--- config.mk ---
export PLATFORM = sky130hd
export DESIGN_NAME = event_counter
export DESIGN_NICKNAME = d
export VERILOG_FILES = /design/src/logic/apv_pkg.sv /design/src/logic/event_counter.sv
export SDC_FILE = /design/constraint.sdc
export NUM_CORES = 1
export LEC_CHECK = 0
export ABC_AREA = 1
export BUFFER_PORTS_ARGS = -buffer_cell sky130_fd_sc_hd__buf_4
export CAP_MARGIN = 20
export CORE_MARGIN = 2
export CORE_UTILIZATION = 35
export CTS_CLUSTER_DIAMETER = 30
export DETAILED_ROUTE_END_ITERATION = 12
export SYNTH_ARGS = -nofsm -noshare
export SYNTH_HDL_FRONTEND = slang
export SYNTH_SLANG_ARGS = --single-unit
--- constraint.sdc ---
create_clock -name CLK -period 1.3 [get_ports CLK]
set_input_delay 0.26 -clock CLK [delete_from_list [all_inputs] [get_ports CLK]]
set_output_delay 0.26 -clock CLK [all_outputs]
set_load 0.02 [all_outputs]
--- src/logic/apv_pkg.sv ---
// Widths, frame geometry and word encodings shared by the APV readout channel; import where used
package apv_pkg;

	// Sample and frame word widths
	localparam int SAMPLE_W = 12;
	localparam int FRAME_W = 13;
	localparam int WORD_W = 21;

	// One APV frame carries 128 strips
	localparam int STRIP_ADDR_W = 7;
	localparam int STRIPS_PER_FRAME = 128;

	// Identifiers stamped into the header and decoder trailer
	localparam int CH_ID_W = 4;
	localparam int MODULE_ID_W = 5;

	// Output buffer geometry
	localparam int FIFO_DEPTH = 2048;
	localparam int FIFO_ADDR_W = $clog2(FIFO_DEPTH);
	localparam int FIFO_COUNT_W = 12;

	// Complete events held in the output buffer
	localparam int EVCNT_W = 5;
	localparam int EVCNT_MAX = 31;

	// All ones switches a strip off
	localparam logic [SAMPLE_W-1:0] THR_DISABLED = '1;

	// Word count lives in the low byte of the event trailer
	localparam int WCNT_W = 8;
	localparam int WORD_COUNT_INIT = 2;

	// Opcode in the top two bits of every output word
	typedef enum logic [1:0] {
		WT_HEADER      = 2'b00,
		WT_HIT         = 2'b01,
		WT_DEC_TRAILER = 2'b10,
		WT_EVT_TRAILER = 2'b11
	} word_type_e;

	typedef enum logic [2:0] {
		ZS_IDLE,
		ZS_STRIPS,
		ZS_TRAILER,
		ZS_EVT_TRAILER,
		ZS_GAP
	} zs_state_e;

endpackage
--- src/logic/event_counter.sv ---
// Saturating tally of complete events waiting in the output buffer, with a registered present flag
module event_counter import apv_pkg::*;
(
	input  logic CLK,
	input  logic RSTb,
	input  logic all_clear,
	input  logic inc,
	input  logic dec,
	output logic event_present
);

	logic [EVCNT_W-1:0] cnt;

	always_ff @(posedge CLK or negedge RSTb)
	begin
		if (!RSTb)
		begin
			cnt <= '0;
			event_present <= 1'b0;
		end
		else if (all_clear)
		begin
			cnt <= '0;
			event_present <= 1'b0;
		end
		else
		begin
			// Flag trails the count by one cycle
			event_present <= (cnt != '0);
			if (inc)
			begin
				if (cnt != EVCNT_W'(EVCNT_MAX))
					cnt <= cnt + 1'b1;
			end
			else if (dec && (cnt != '0))
				cnt <= cnt - 1'b1;
		end
	end

endmodule

==> results.yml, run 1 <==
worst_setup_path:
  reg2reg_depth: 7
  worstPathArrival_ps: 1520
  crit_path_frequent_cell: "nand2_1"
  r2r_end: "cnt[2]$_DFFE_PN0P_"
  critical_path.slowest_cell: "dfrtp_2"
  required_ps: 1480
  ff2ff_setup_slack_ps: -40
  r2r_start: "cnt[1]$_DFFE_PN0P_"
  critPathLaunchType: "flop"
  cp_cell_sequence: "fa_2, nand2_2, buf_4, nand2_1, nor2_1, nand3_1, nand2_1"
  max_stage_delay_ps: 430
  critPathCaptureType: "flop"
  path_class: "reg2reg"
  crit_fanout: 3
floorplanning:
  ios: 6
  die_h_microns: 40.1
  dieArea_sq_um: 1610
  die_w_microns: 40.1
  rows: 12
  initial_utilization_pct: 39.4
  core_sq_um: 1160
route:
  first_pass_iters: 4
  ant_nets: 0
  drt_iter0_drc: 11
  route.detailed.drc: 0
  drt_wl_total_mm: 1.13
  via_per_inst: 4.63
  vias: 454
  wl_per_cell_microns: 11.5
clock_tree:
  root_buffer: "clkbuf_4"
  cts_tree: "built"
  cts.clk_slew.worst_paths_ps: 50
  cts_sinks: 6
  clk_latency_ps: 240
  htreeDepth: 1
  cts_buffers: 3
  cts_buffer_depth: 2
finish:
  postLayoutCellArea_sq_um: 709
  fin_util_pct: 61.4
  drive_above_1_share_pct: 46.4
  syn2layout_area_growth_pct: 55.8
  nFillCells: 101
  antennaDiodeCount: 0
  nNetsFinal: 95
timing:
  fmax_ghz: 0.746
  min_period_ps: 1340
  slew_viol_final: 0
  post-route-period-util_pct: 103
  slew_headroom_pct: 78.0
  skew_ps: 0.660
  rsz0062_at_grt: "yes"
  finalSetupViolCount: 3
  fin_ws_ps: -40.3
  hold_slack_ps: 301
  hold_viol_final: 0
  setup_tns_ps: -95.5
  worst_slew_pin_slew_ps: 330
status:
  violations: "negative setup slack"
  status: "complete, but fails checks"
place:
  placed_area_sq_um: 563
  io_buffers: 5
  dpl_worst_slack_ps: -139
  place_congestion: 0.760
  dpl.hpwl_microns: 779
global_route:
  grt_pass1_wl_mm: 1.67
  track_usage_pct: 16.7
  first_global_vias: 405
  grt_antenna_before_repair: 0
  grt_start_max_net_pins: 7
  grt_overflow: 0
yosys:
  yosysSeqAreaShare_pct: 33.0
  synthCells: 67
  yosysUniqueCellTypes: 14
  synth.cell_area_sq_um: 455
  ys_warn_count: 0
  synth_top_cell_area_share_pct: 33.0
  yosysTopAreaCell: "dfrtp_1"
  synth_area_leaders: "dfrtp_1, nand2_1, nor2_1"
  ys_seq_elements: 6
  synth.avg_cell_area_sq_um: 6.80
  syn_nets: 76
pwr:
  powerDensity_nw_per_um2: 1500
  p_leak_uw: 0.000354
  ir_drop_v: 0.000736
hold_path:
  holdPathEnd: "cnt[0]$_DFFE_PN0P_"
  hold_start: "all_clear"
  min_path_type: "in2reg"
  holdPathStages: 4
job:
  maxCapViolCount: 0
[worst max-delay path, delay by kind of cell, from the launching register on]
family / cells / cell delay [ps]
AND/OR/NAND/NOR: 5 / 380
buffers and inverters: 1 / 100
flip-flops: 1 / 430
adder cells (fa/ha/maj): 1 / 360
[cell usage in the layout, fill, tap and decap left out, drive strengths merged]
master       count
inv              7
or2              1
nand3            6
fa               1
nor3             1
a21oi            3
clkbuf           3
dlygate4sd3      1
ha               3
buf             13
dfrtp            6
nand2           26
nor2            12
nand3b           1
[layer usage]
layer	GRT usage [%]	wire length [microns]	vias to the layer above
met3	8.33	36	0
li1	-	-	251
met2	25.8	562	7
met5	0	0	-
met4	5.17	0	0
met1	19.9	527	196
[state kept, by name, indices dropped and copies added, names as in the netlist]
name           flops
cnt                5
event_present      1
[cell families (layout without fill, tap and decap cells)]
| group | count (synthesis) | after routing | synth area share (%) |
|---|---|---|---|
| flip-flops | 6 | 6 | 33.0 |
| AO/OA/AOI/OAI | 3 | 3 | 3.30 |
| AND/OR/NAND/NOR | 47 | 47 | 45.3 |
| buffers and inverters | 7 | 24 | 5.77 |
| adder cells (fa/ha/maj) | 4 | 4 | 12.6 |
[worst max path at each step]
| stage | cells after the start | slack [ps] | end | start |
|---|---|---|---|---|
| floorplan | 9 | 5 | cnt[4]$_DFFE_PN0P_ | cnt[1]$_DFFE_PN0P_ |
| global placement | 9 | -130 | cnt[3]$_DFFE_PN0P_ | inc |
| detailed placement | 9 | -140 | cnt[3]$_DFFE_PN0P_ | inc |
| CTS | 9 | -30 | cnt[4]$_DFFE_PN0P_ | cnt[1]$_DFFE_PN0P_ |
| global route | 9 | -120 | cnt[4]$_DFFE_PN0P_ | cnt[0]$_DFFE_PN0P_ |
| finish | 7 | -40 | cnt[2]$_DFFE_PN0P_ | cnt[1]$_DFFE_PN0P_ |
[synth_stat cells]
library cell and instances:
a21oi_1 3, dfrtp_1 6, fa_1 1, ha_1 3, inv_1 5, inv_2 2
nand2_1 24, nand2_2 1, nand2_4 1, nand3_1 6, nand3b_1 1, nor2_1 12
nor3_2 1, or2_2 1
[layout make-up]
type	instances	area, sq um	share of cell area, %
Sequential cell	6	153	21.5
Timing Repair Buffer	14	111	15.7
Inverter	7	26.3	3.70
Clock buffer	3	22.5	3.17
Tap cell	14	17.5	2.47
Multi-Input combinational cell	54	379	53.4
[what timing repair did]
item                                   in CTS  in global routing
cloned                                      0                  0
setup endpoints to repair                   4                  5
pin swaps                                   6                  7
endpoints found under the hold margin       6                  0
setup buffers                               0                  2
hold buffers                                1                  0
gates resized for setup                     4                 15
[power by group]
| part | switching, uW | total, uW | internal [uW] |
|---|---|---|---|
| registers | 60.8 | 302 | 241 |
| clock network | 71.6 | 176 | 105 |
| logic | 289 | 588 | 299 |
| total | 421 | 1070 | 645 |
[per-stage QoR]
step	total power (uW)	cells
CTS	912	96
global route	1160	98
finish	1070	98
floorplan	554	67
detailed placement	691	92
global placement	694	92
(Power assumes the default switching activity.)
==> inputs of run 2 (changes only) <==
--- a/config.mk
+++ b/config.mk
@@ -8,10 +8,11 @@
 export ABC_AREA = 1
 export BUFFER_PORTS_ARGS = -buffer_cell sky130_fd_sc_hd__buf_4
 export CAP_MARGIN = 20
-export CORE_MARGIN = 2
-export CORE_UTILIZATION = 35
+export CORE_AREA = 2 2 39 41
 export CTS_CLUSTER_DIAMETER = 30
 export DETAILED_ROUTE_END_ITERATION = 12
+export DIE_AREA = 0 0 41 43
+export GPL_ROUTABILITY_DRIVEN = 0
 export SYNTH_ARGS = -nofsm -noshare
 export SYNTH_HDL_FRONTEND = slang
 export SYNTH_SLANG_ARGS = --single-unit
==> results.yml, run 2 (same netlist as run 1, synthesis figures left out) <==
status:
  status: "complete, but fails checks"
  violations: "negative setup slack"
timing:
  hold_viol_final: 0
  fmax_ghz: 0.719
  min_period_ps: 1390
  rsz0062_at_grt: "yes"
  slew_viol_final: 0
  finalSetupViolCount: 2
  skew_ps: 7.08
  worst_slew_pin_slew_ps: 246
  slew_headroom_pct: 83.6
  setup_tns_ps: -131
  post-route-period-util_pct: 107
  fin_ws_ps: -90.2
floorplanning:
  initial_utilization_pct: 32.9
  dieArea_sq_um: 1760
  die_w_microns: 41
  ios: 6
  core_sq_um: 1380
  rows: 14
  die_h_microns: 43
worst_setup_path:
  critPathCaptureType: "flop"
  critPathLaunchType: "flop"
  r2r_start: "cnt[3]$_DFFE_PN0P_"
  worstPathArrival_ps: 1520
  crit_end: "cnt[4]$_DFFE_PN0P_"
  ff2ff_setup_slack_ps: -90
  startpoint: "cnt[3]$_DFFE_PN0P_"
  required_ps: 1430
  reg2reg_depth: 8
  path_class: "reg2reg"
  crit_fanout: 2
  r2r_end: "cnt[4]$_DFFE_PN0P_"
pwr:
  ir_drop_v: 0.000752
  powerDensity_nw_per_um2: 1510
  power.total_uw: 1010
  p_leak_uw: 0.000348
clock_tree:
  cts.clk_slew.worst_paths_ps: 50
  cts_tree: "built"
  root_buffer: "clkbuf_4"
  htreeDepth: 1
  cts_buffers: 3
  clk_latency_ps: 240
  cts_sinks: 6
  cts_buffer_depth: 2
global_route:
  track_usage_pct: 13.7
  grt_pass1_wl_mm: 1.59
  first_global_vias: 417
  grt_antenna_before_repair: 0
  grt_start_max_net_pins: 7
  grt_overflow: 0
finish:
  nFillCells: 137
  drive_above_1_share_pct: 43.9
  biggestRegsByFlops: "cnt x5, event_present x1"
  layout_common_cells: "nand2_1, nor2_1, buf_4"
  largest_reg_flops: 5
  antennaDiodeCount: 0
  fin_util_pct: 48.5
  multi_input_comb_area_sq_um: 352
  syn2layout_area_growth_pct: 47.3
  layout_commonest_cell: "nand2_1"
  largest_register: "cnt"
  seqCellArea_sq_um: 150
  nNetsFinal: 93
route:
  drt_iter0_drc: 2
  first_pass_iters: 3
  vias: 469
  wl_per_cell_microns: 11.8
  ant_nets: 0
  drt_wl_total_mm: 1.16
  route.detailed.drc: 0
  via_per_inst: 4.79
job:
  maxCapViolCount: 0
hold_path:
  min_path_type: "in2reg"
place:
  io_buffers: 5
  dpl.hpwl_microns: 856
-- run 2: layout make-up --
cell class	count	area share, %
multi-input combinational	54	52.4
sequential	6	22.4
timing repair buffer	12	14.9
inverter	7	3.92
clock buffer	3	3.36
tap	16	2.99
-- run 2: repair_timing --
item,4_1_cts,5_1_grt
pin swaps,1,10
hold endpoints to repair,6,0
setup buffers,1,0
setup endpoints to repair,2,5
resized for setup,1,17
hold buffers,1,0
-- run 2: worst min path at each step --
stage,startpoint,to,slack [ps],cells past startpoint
floorplan,RSTb,cnt[0]$_DFFE_PN0P_,-40,0
global route,all_clear,cnt[0]$_DFFE_PN0P_,320,4
CTS,all_clear,event_present$_DFF_PN0_,310,4
global placement,RSTb,cnt[2]$_DFFE_PN0P_,70,1
finish,all_clear,event_present$_DFF_PN0_,320,4
detailed placement,RSTb,event_present$_DFF_PN0_,70,1
-- run 2: where the power goes --
| group | internal, uW | total [uW] | switching [uW] |
|---|---|---|---|
| clock network | 104 | 171 | 66.1 |
| registers | 238 | 285 | 46.7 |
| logic | 271 | 558 | 287 |
| total | 613 | 1010 | 400 |
-- run 2: critical path: stages, from the launching register on --
cell	delay, ps
dfrtp_1	400
ha_1	300
or2_4	230
nand2_2	70
nand2_1	50
nand2_1	70
nor2_2	40
nand2_1	80
nand2_1	60
-- run 2: routing by layer --
| metal | share of wire (%) | track usage (%) | vias to the layer above |
|---|---|---|---|
| li1 | - | - | 240 |
| met1 | 41 | 13.4 | 218 |
| met2 | 55 | 23.1 | 9 |
| met3 | 3.0 | 7.85 | 2 |
| met4 | 1.2 | 4.00 | 0 |
| met5 | 0 | 0 | - |
-- run 2: metrics by stage --
stage                     hold slack (ps)  instance area [sq um]  std cells  worst slack (ps)
after detailed placement             72.9                    558         93              -166
after global placement               67.7                    558         93              -134
after global routing                  322                    671         98              -179
after CTS                             308                    601         98             -71.6
final                                 316                    671         98             -90.2
after floorplan                     -35.6                    463         67              4.73
