### src/logic/apv_pkg.sv
// Widths, frame geometry and word encodings shared by the APV readout channel; import where used
package apv_pkg;

	// Sample and frame word widths
	localparam int SAMPLE_W = 12;
	localparam int FRAME_W = 13;
	localparam int WORD_W = 21;

	// One APV frame carries 128 strips
	localparam int STRIP_ADDR_W = 7;
	localparam int STRIPS_PER_FRAME = 128;

	// Identifiers stamped into the header and decoder trailer
	localparam int CH_ID_W = 4;
	localparam int MODULE_ID_W = 5;

	// Output buffer geometry
	localparam int FIFO_DEPTH = 2048;
	localparam int FIFO_ADDR_W = $clog2(FIFO_DEPTH);
	localparam int FIFO_COUNT_W = 12;

	// Complete events held in the output buffer
	localparam int EVCNT_W = 5;
	localparam int EVCNT_MAX = 31;

	// All ones switches a strip off
	localparam logic [SAMPLE_W-1:0] THR_DISABLED = '1;

	// Word count lives in the low byte of the event trailer
	localparam int WCNT_W = 8;
	localparam int WORD_COUNT_INIT = 2;

	// Opcode in the top two bits of every output word
	typedef enum logic [1:0] {
		WT_HEADER      = 2'b00,
		WT_HIT         = 2'b01,
		WT_DEC_TRAILER = 2'b10,
		WT_EVT_TRAILER = 2'b11
	} word_type_e;

	typedef enum logic [2:0] {
		ZS_IDLE,
		ZS_STRIPS,
		ZS_TRAILER,
		ZS_EVT_TRAILER,
		ZS_GAP
	} zs_state_e;

endpackage
### src/logic/zero_suppressor.sv
// Frame sequencer with threshold RAM, baseline subtraction and threshold cut feeding the event FIFO
module zero_suppressor import apv_pkg::*;
(
	input  logic                    CLK,
	input  logic                    RSTb,
	input  logic                    all_clear,
	input  logic                    frame_strobe,
	input  logic [FRAME_W-1:0]      frame_data,
	input  logic [SAMPLE_W-1:0]     mean,
	input  logic                    base_sub_en,
	input  logic [CH_ID_W-1:0]      ch_id,
	input  logic [MODULE_ID_W-1:0]  module_id,
	input  logic                    thr_we,
	input  logic [STRIP_ADDR_W-1:0] thr_addr,
	input  logic [SAMPLE_W-1:0]     thr_data,
	output logic                    fifo_wr,
	output logic [WORD_W-1:0]       fifo_wdata,
	output logic                    event_done
);

	zs_state_e state;
	logic [STRIP_ADDR_W-1:0] strip_cnt;
	logic [SAMPLE_W-1:0] thr_ram [STRIPS_PER_FRAME];
	logic [SAMPLE_W-1:0] enabled_mean;
	logic header_go;

	// First pipeline stage
	logic s1_valid;
	word_type_e s1_type;
	logic [FRAME_W-1:0] s1_data;
	logic [SAMPLE_W-1:0] s1_thr;
	logic [STRIP_ADDR_W-1:0] s1_strip;

	// Second pipeline stage
	logic hit_pass;
	logic [WCNT_W-1:0] word_count;
	logic [WORD_W-1:0] next_word;

	assign enabled_mean = base_sub_en ? mean : '0;
	assign header_go = frame_strobe && (state == ZS_IDLE);

	// Host write port of the threshold RAM
	always_ff @(posedge CLK)
	begin
		if (thr_we)
			thr_ram[thr_addr] <= thr_data;
	end

	// Strip counting classifies each strobe as header, sample or trailer
	always_ff @(posedge CLK or negedge RSTb)
	begin
		if (!RSTb)
		begin
			state <= ZS_IDLE;
			strip_cnt <= '0;
		end
		else if (all_clear)
		begin
			state <= ZS_IDLE;
			strip_cnt <= '0;
		end
		else
		begin
			case (state)
				ZS_IDLE:
					if (frame_strobe)
					begin
						strip_cnt <= '0;
						state <= ZS_STRIPS;
					end
				ZS_STRIPS:
					if (frame_strobe)
					begin
						strip_cnt <= strip_cnt + 1'b1;
						if (strip_cnt == STRIP_ADDR_W'(STRIPS_PER_FRAME - 1))
							state <= ZS_TRAILER;
					end
				ZS_TRAILER:
					if (frame_strobe)
						state <= ZS_EVT_TRAILER;
				ZS_EVT_TRAILER:
					state <= ZS_GAP;
				ZS_GAP:
					state <= ZS_IDLE;
				default:
					state <= ZS_IDLE;
			endcase
		end
	end

	// Decoder trailer and event trailer follow the samples down the same pipe,
	// so they always land behind the last hit
	always_ff @(posedge CLK or negedge RSTb)
	begin
		if (!RSTb)
		begin
			s1_valid <= 1'b0;
			s1_type <= WT_HEADER;
		end
		else if (all_clear)
			s1_valid <= 1'b0;
		else
		begin
			s1_valid <= 1'b0;
			if (frame_strobe && (state == ZS_STRIPS))
			begin
				s1_valid <= 1'b1;
				s1_type <= WT_HIT;
			end
			else if (frame_strobe && (state == ZS_TRAILER))
			begin
				s1_valid <= 1'b1;
				s1_type <= WT_DEC_TRAILER;
			end
			else if (state == ZS_EVT_TRAILER)
			begin
				s1_valid <= 1'b1;
				s1_type <= WT_EVT_TRAILER;
			end
		end
	end

	// Registered threshold read alongside the baseline subtraction
	always_ff @(posedge CLK)
	begin
		s1_thr <= thr_ram[strip_cnt];
		s1_strip <= strip_cnt;
		if (state == ZS_TRAILER)
			s1_data <= frame_data;
		else
			s1_data <= frame_data - {1'b0, enabled_mean};
	end

	// Unsigned compare, so a difference that wraps negative reads as large
	assign hit_pass = (s1_thr != THR_DISABLED) && (s1_data > {1'b0, s1_thr});

	always_comb
	begin
		if (header_go)
			next_word = {WT_HEADER, 1'b0, mean[SAMPLE_W-1], frame_data, ch_id};
		else
		begin
			case (s1_type)
				WT_DEC_TRAILER:
					next_word = {WT_DEC_TRAILER, 2'b00, module_id, s1_data[SAMPLE_W-1:0]};
				WT_EVT_TRAILER:
					next_word = {WT_EVT_TRAILER, mean[SAMPLE_W-2:0], word_count};
				default:
					next_word = {WT_HIT, s1_strip, s1_data[SAMPLE_W-1:0]};
			endcase
		end
	end

	always_ff @(posedge CLK or negedge RSTb)
	begin
		if (!RSTb)
		begin
			fifo_wr <= 1'b0;
			event_done <= 1'b0;
			word_count <= WCNT_W'(WORD_COUNT_INIT);
		end
		else if (all_clear)
		begin
			fifo_wr <= 1'b0;
			event_done <= 1'b0;
			word_count <= WCNT_W'(WORD_COUNT_INIT);
		end
		else
		begin
			fifo_wr <= 1'b0;
			event_done <= 1'b0;
			if (header_go)
			begin
				fifo_wr <= 1'b1;
				word_count <= WCNT_W'(WORD_COUNT_INIT);
			end
			else if (s1_valid)
			begin
				case (s1_type)
					WT_HIT:
						if (hit_pass)
						begin
							fifo_wr <= 1'b1;
							word_count <= word_count + 1'b1;
						end
					WT_EVT_TRAILER:
					begin
						fifo_wr <= 1'b1;
						event_done <= 1'b1;
					end
					default:
						fifo_wr <= 1'b1;
				endcase
			end
		end
	end

	always_ff @(posedge CLK)
	begin
		fifo_wdata <= next_word;
	end

endmodule

### config.mk
export PLATFORM = sky130hd
export DESIGN_NAME = zero_suppressor
export DESIGN_NICKNAME = d
export VERILOG_FILES = /design/src/logic/apv_pkg.sv /design/src/logic/zero_suppressor.sv
export SDC_FILE = /design/constraint.sdc
export NUM_CORES = 2
export LEC_CHECK = 0
export ABC_CLOCK_PERIOD_IN_PS = 4580
export BUFFER_PORTS_ARGS = -buffer_cell sky130_fd_sc_hd__buf_2
export CAP_MARGIN = 0
export CORE_MARGIN = 5
export CORE_UTILIZATION = 45
export CTS_BUF_LIST = sky130_fd_sc_hd__clkbuf_8 sky130_fd_sc_hd__clkbuf_16
export DETAILED_ROUTE_END_ITERATION = 7
export PLACE_DENSITY = 0.72
export SKIP_CTS_REPAIR_TIMING = 1
export SLEW_MARGIN = 20
export SYNTH_ARGS = -nofsm -noshare
export SYNTH_HDL_FRONTEND = slang
export SYNTH_SLANG_ARGS = --single-unit
export TNS_END_PERCENT = 50
### constraint.sdc
create_clock -name CLK -period 4.58 [get_ports CLK]
set_input_delay 0.458 -clock CLK [delete_from_list [all_inputs] [get_ports CLK]]
set_output_delay 0.458 -clock CLK [all_outputs]
set_load 0.01 [all_outputs]
==> results.txt <==
The final core utilization came out at 51.6%. The maximum level of the CTS H-tree is 4. STA classifies the critical path endpoint as a flip-flop. The startpoint identified for the worst hold timing path is frame_data[1]. After detailed routing, the number of vias per cell comes to 5.98.

The setup check on the worst reg-to-reg path leaves a slack of 1.18 ns. The worst hold path terminates at s1_data[1]. After synthesis, the cell types taking the most area are edfxtp_1 (73%), mux4_2 (10%), mux2i_1 (4.8%), dfxtp_1 (1.7%), o221ai_1 (1.3%).

In the synthesized netlist the dominant register cell turns out to be edfxtp_1. The first global-routing pass estimated 225,000 µm of wire. The slowest stage cell on the critical path is a2111oi_0. The layout net count is 3,548. The arrival time at the worst endpoint is 4.05 ns. After synthesis, the netlist uses about 60 different library cells. Clock-pin slew was measured on the worst setup and hold paths at about 0.06 ns. The slew at the pin with the worst max-slew slack is roughly 1.2 ns. Once the floorplan was initialized, standard cells occupied 45.2% of the core. In this run the worst path has a maximum fanout of 48. The global placer's final weighted congestion is roughly 0.84. The die extent in x came out at 385 µm.

The area added between synthesis and finish is 14.0%. The async set-or-reset flop fraction in the synthesized netlist came out at approximately 1.4%. The setup total negative slack came out at 0 ns. In this run the critical register-to-register path is launched from strip_cnt[3].

Measured in cells, the most critical reg-to-reg path has a length of 8. The count of antenna-violating nets left after detailed routing is 0. In this run the critical register-to-register path is captured at s1_thr[10]. The final cell count without fillers came out at about 5,500. The setup path with the least slack is of type reg -> reg. Clock tree synthesis selected as its root buffer the cell clkbuf_16.

The total number of yosys warnings is 0. The number of DRC markers after the initial detailed-route iteration is between 4,000 and 5,000. The overall via count from detail_route came out at 32,785.

In the final layout, the share of cells above drive strength 1 is 23.1%. The path class of the tightest hold or removal check is in -> reg. The number of cell rows came out at between 100 and 150. The number of flip-flops and latches in the synthesized netlist is 1,612. The number of buffers between clock root and the deepest sink is 3. After synthesis the cells add up to between 60,000 and 70,000 µm².

The flow ran to the end, and the final reports show no timing, DRC or antenna violations. The number of placed I/O pins came out at 82. The detailed-placement wirelength estimate came out at just over 90,000 µm.

The final setup violation count is 0. The total placed cells including tap cells came out at just over 5,000. The synthesized design devotes to its leading area cell type ~73% of total area. The final number of hold-violating endpoints came out at 0. Setup repair after global routing left no endpoint under its margin. IR analysis of the VDD net gives a maximum drop of ~0.00038 V. The number of buffers and inverters on the critical path is 2. The die covers around 150,000 µm². For this design the static power due to leakage is between 20 and 25 nW. The gate count of the mapped netlist came out at between 3,000 and 4,000. Walking the worst path, the cells encountered are buf_4 -> nand3b_1 -> buf_4 -> o22ai_1 -> a2111oi_0 -> o41ai_1 -> nand4_1 -> nand3_1. The initial antenna violation count is 7. The final number of max-transition violations came to 0. Buffers placed on the I/O ports in this run total 81. The number of cells on the worst hold path is 3. The mean post-synth cell area came out at about 20 µm². The count of filler cells inserted in the layout came out at around 11,000. Among cell families on the critical path, the largest total delay comes from compound AO/OA/AOI/OAI gates. The number of enable-type register cells in the synthesized netlist is ~1,500. The pin count of the biggest net entering global routing came out at just over 100. Sequential cells were found to cover around three quarters of the synthesized design area.

The total wire length came out at ~150,000 µm. The library cell occupying the most area in the post-synthesis netlist is edfxtp_1. The vertical die dimension is 385 µm.

The total track usage came out at 20.8%. Counting every net in the synthesized netlist gives between 3,000 and 4,000. The upper clock frequency limit came out at 294 MHz. The share of the clock period used by the worst path after layout came out at around 74%. The number of global-route vias before repair came out at about 32,000.

The routed length per instance is between 20 and 30 µm. The total design power came out at between 30 and 40 mW. The first detailed-routing pass ran for 6 iterations. Max-cap violations in this run came to 0. The largest single stage delay on the critical path is approximately 0.76 ns. The worst slew margin relative to its limit is between 20% and 30%. The overflow left after global routing came out at 0. Clock tree synthesis inserted a total of between 150 and 200 buffers. After detailed routing, the number of remaining DRC violations is 0. TritonCTS built the clock tree. The worst path in the final design needs a cycle of approximately 3.4 ns, including I/O delays and setup. The kind of start point of the critical path is a flip-flop. The ratio of total power to cell area is 420 nW/µm². The required arrival time at the worst endpoint came out at 5.23 ns. The area of the core is 140,000 µm². The worst-skew pair later-pin latency came out at slightly below 0.8 ns. The number of sinks on the clock net is about 1,600. For the final database, setup skew stands at between 0.02 and 0.03 ns. In this design, the critical path's most frequently occurring cell is buf_4.
registers in the layout, summed over array words and instances, names as in the netlist:
name / flops
word_count: 8
s1_type: 2
fifo_wdata: 21
s1_thr: 12
s1_data: 13
strip_cnt: 7
event_done: 1
s1_valid: 1
thr_ram: 1536
state: 3
s1_strip: 7
fifo_wr: 1
cell usage in the layout, fill, tap and decap left out, types with 34 or more instances in the layout:
cell type	netlist	final
a21oi_1	112	112
a22oi_1	46	46
buf_2	47	69
buf_4	33	167
clkbuf_16	0	160
clkinv_1	0	34
dfxtp_1	53	53
edfxtp_1	1536	1536
inv_1	25	56
mux2i_1	304	304
mux4_2	290	290
nand2_1	69	69
nand3_1	71	70
nor2_1	157	133
o21ai_0	85	85
o221ai_1	91	91
cells in the mapped netlist, types with 9 or more instances:
cell type,instances
a21oi_1,112
buf_6,11
nand4_1,19
buf_1,14
nor2b_1,11
o221ai_1,91
mux2i_1,304
a22oi_1,46
nor3_1,19
o21ai_0,85
dfxtp_1,53
buf_2,47
buf_4,33
nand3_1,71
nor2_1,157
ha_1,26
xnor2_1,9
inv_1,25
dfrtp_1,22
nand2_1,69
clkbuf_1,73
edfxtp_1,1536
mux4_2,290
layer usage:
| metal | track usage, % | part of all wire, % | wire [µm] |
|---|---|---|---|
| met5 | 0 | 0.022 | 34 |
| met4 | 6.00 | 2.6 | 4000 |
| met3 | 4.92 | 10 | 16100 |
| met2 | 32.1 | 47 | 72300 |
| met1 | 29.8 | 40 | 61900 |
cells by family (layout without fill, tap and decap cells):
kind of cell / Yosys count / in the layout / synth area share [%]
DFF: 1612 / 1612 / 75.7
muxes: 595 / 595 / 15.2
AOI/OAI and AO/OA: 384 / 384 / 4.07
and+or+nand+nor: 377 / 377 / 2.75
buffers and inverters: 203 / 590 / 1.63
adders and majority gates: 27 / 27 / 0.547
xor gates and xnor gates: 11 / 11 / 0.153
other: 0 / 10 / 0
worst reg2reg max path, delay by kind of cell, from the launching register on:
kind / cells / cell delay [ns]
compound gates: 3 / 1.21
buf+inv: 2 / 0.92
flops: 1 / 0.52
simple gates: 3 / 0.64
cell type report:
cell class,count,area [µm²],area share (%)
tap,1876,2350,3.26
inverter,25,93.8,0.130
sequential,1612,47800,66.4
timing repair buffer,271,2120,2.95
clock inverter,131,1090,1.52
clock buffer,163,4050,5.62
antenna,10,25.0,0.0348
multi-input combinational,1394,14500,20.1
through the flow:
step | hold WS (ns) | instance area [µm²] | worst slack [ns]
4_1_cts | -0.354 | 71700 | 1.30
3_3_place_gp | 0.480 | 66600 | 1.30
5_1_grt | 0.000433 | 71900 | 1.11
6_report | 0.00134 | 72000 | 1.18
2_1_floorplan | 0.162 | 63100 | 2.23
3_5_place_dp | 0.475 | 66600 | 1.29
how the worst max path moves through the flow:
stage,start,slack (ns),cells after the start,to
finish,strip_cnt[3],1.18,8,s1_thr[10]
CTS,strip_cnt[3],1.30,8,s1_thr[10]
global placement,thr_addr[0],1.30,5,thr_ram[124][8]
floorplan,mean[0],2.23,10,s1_data[8]
detailed placement,strip_cnt[3],1.29,8,s1_thr[10]
global route,strip_cnt[3],1.11,8,s1_thr[10]
where the power goes:
group	switching (mW)	total (mW)	leakage (nW)	internal [mW]
Sequential	0.0659	16.3	14.6	16.2
Clock	5.51	12.8	2.64	7.29
Combinational	0.735	1.15	5.17	0.412
Total	6.31	30.2	22.4	23.9
Power figures use the tool's default switching activity.
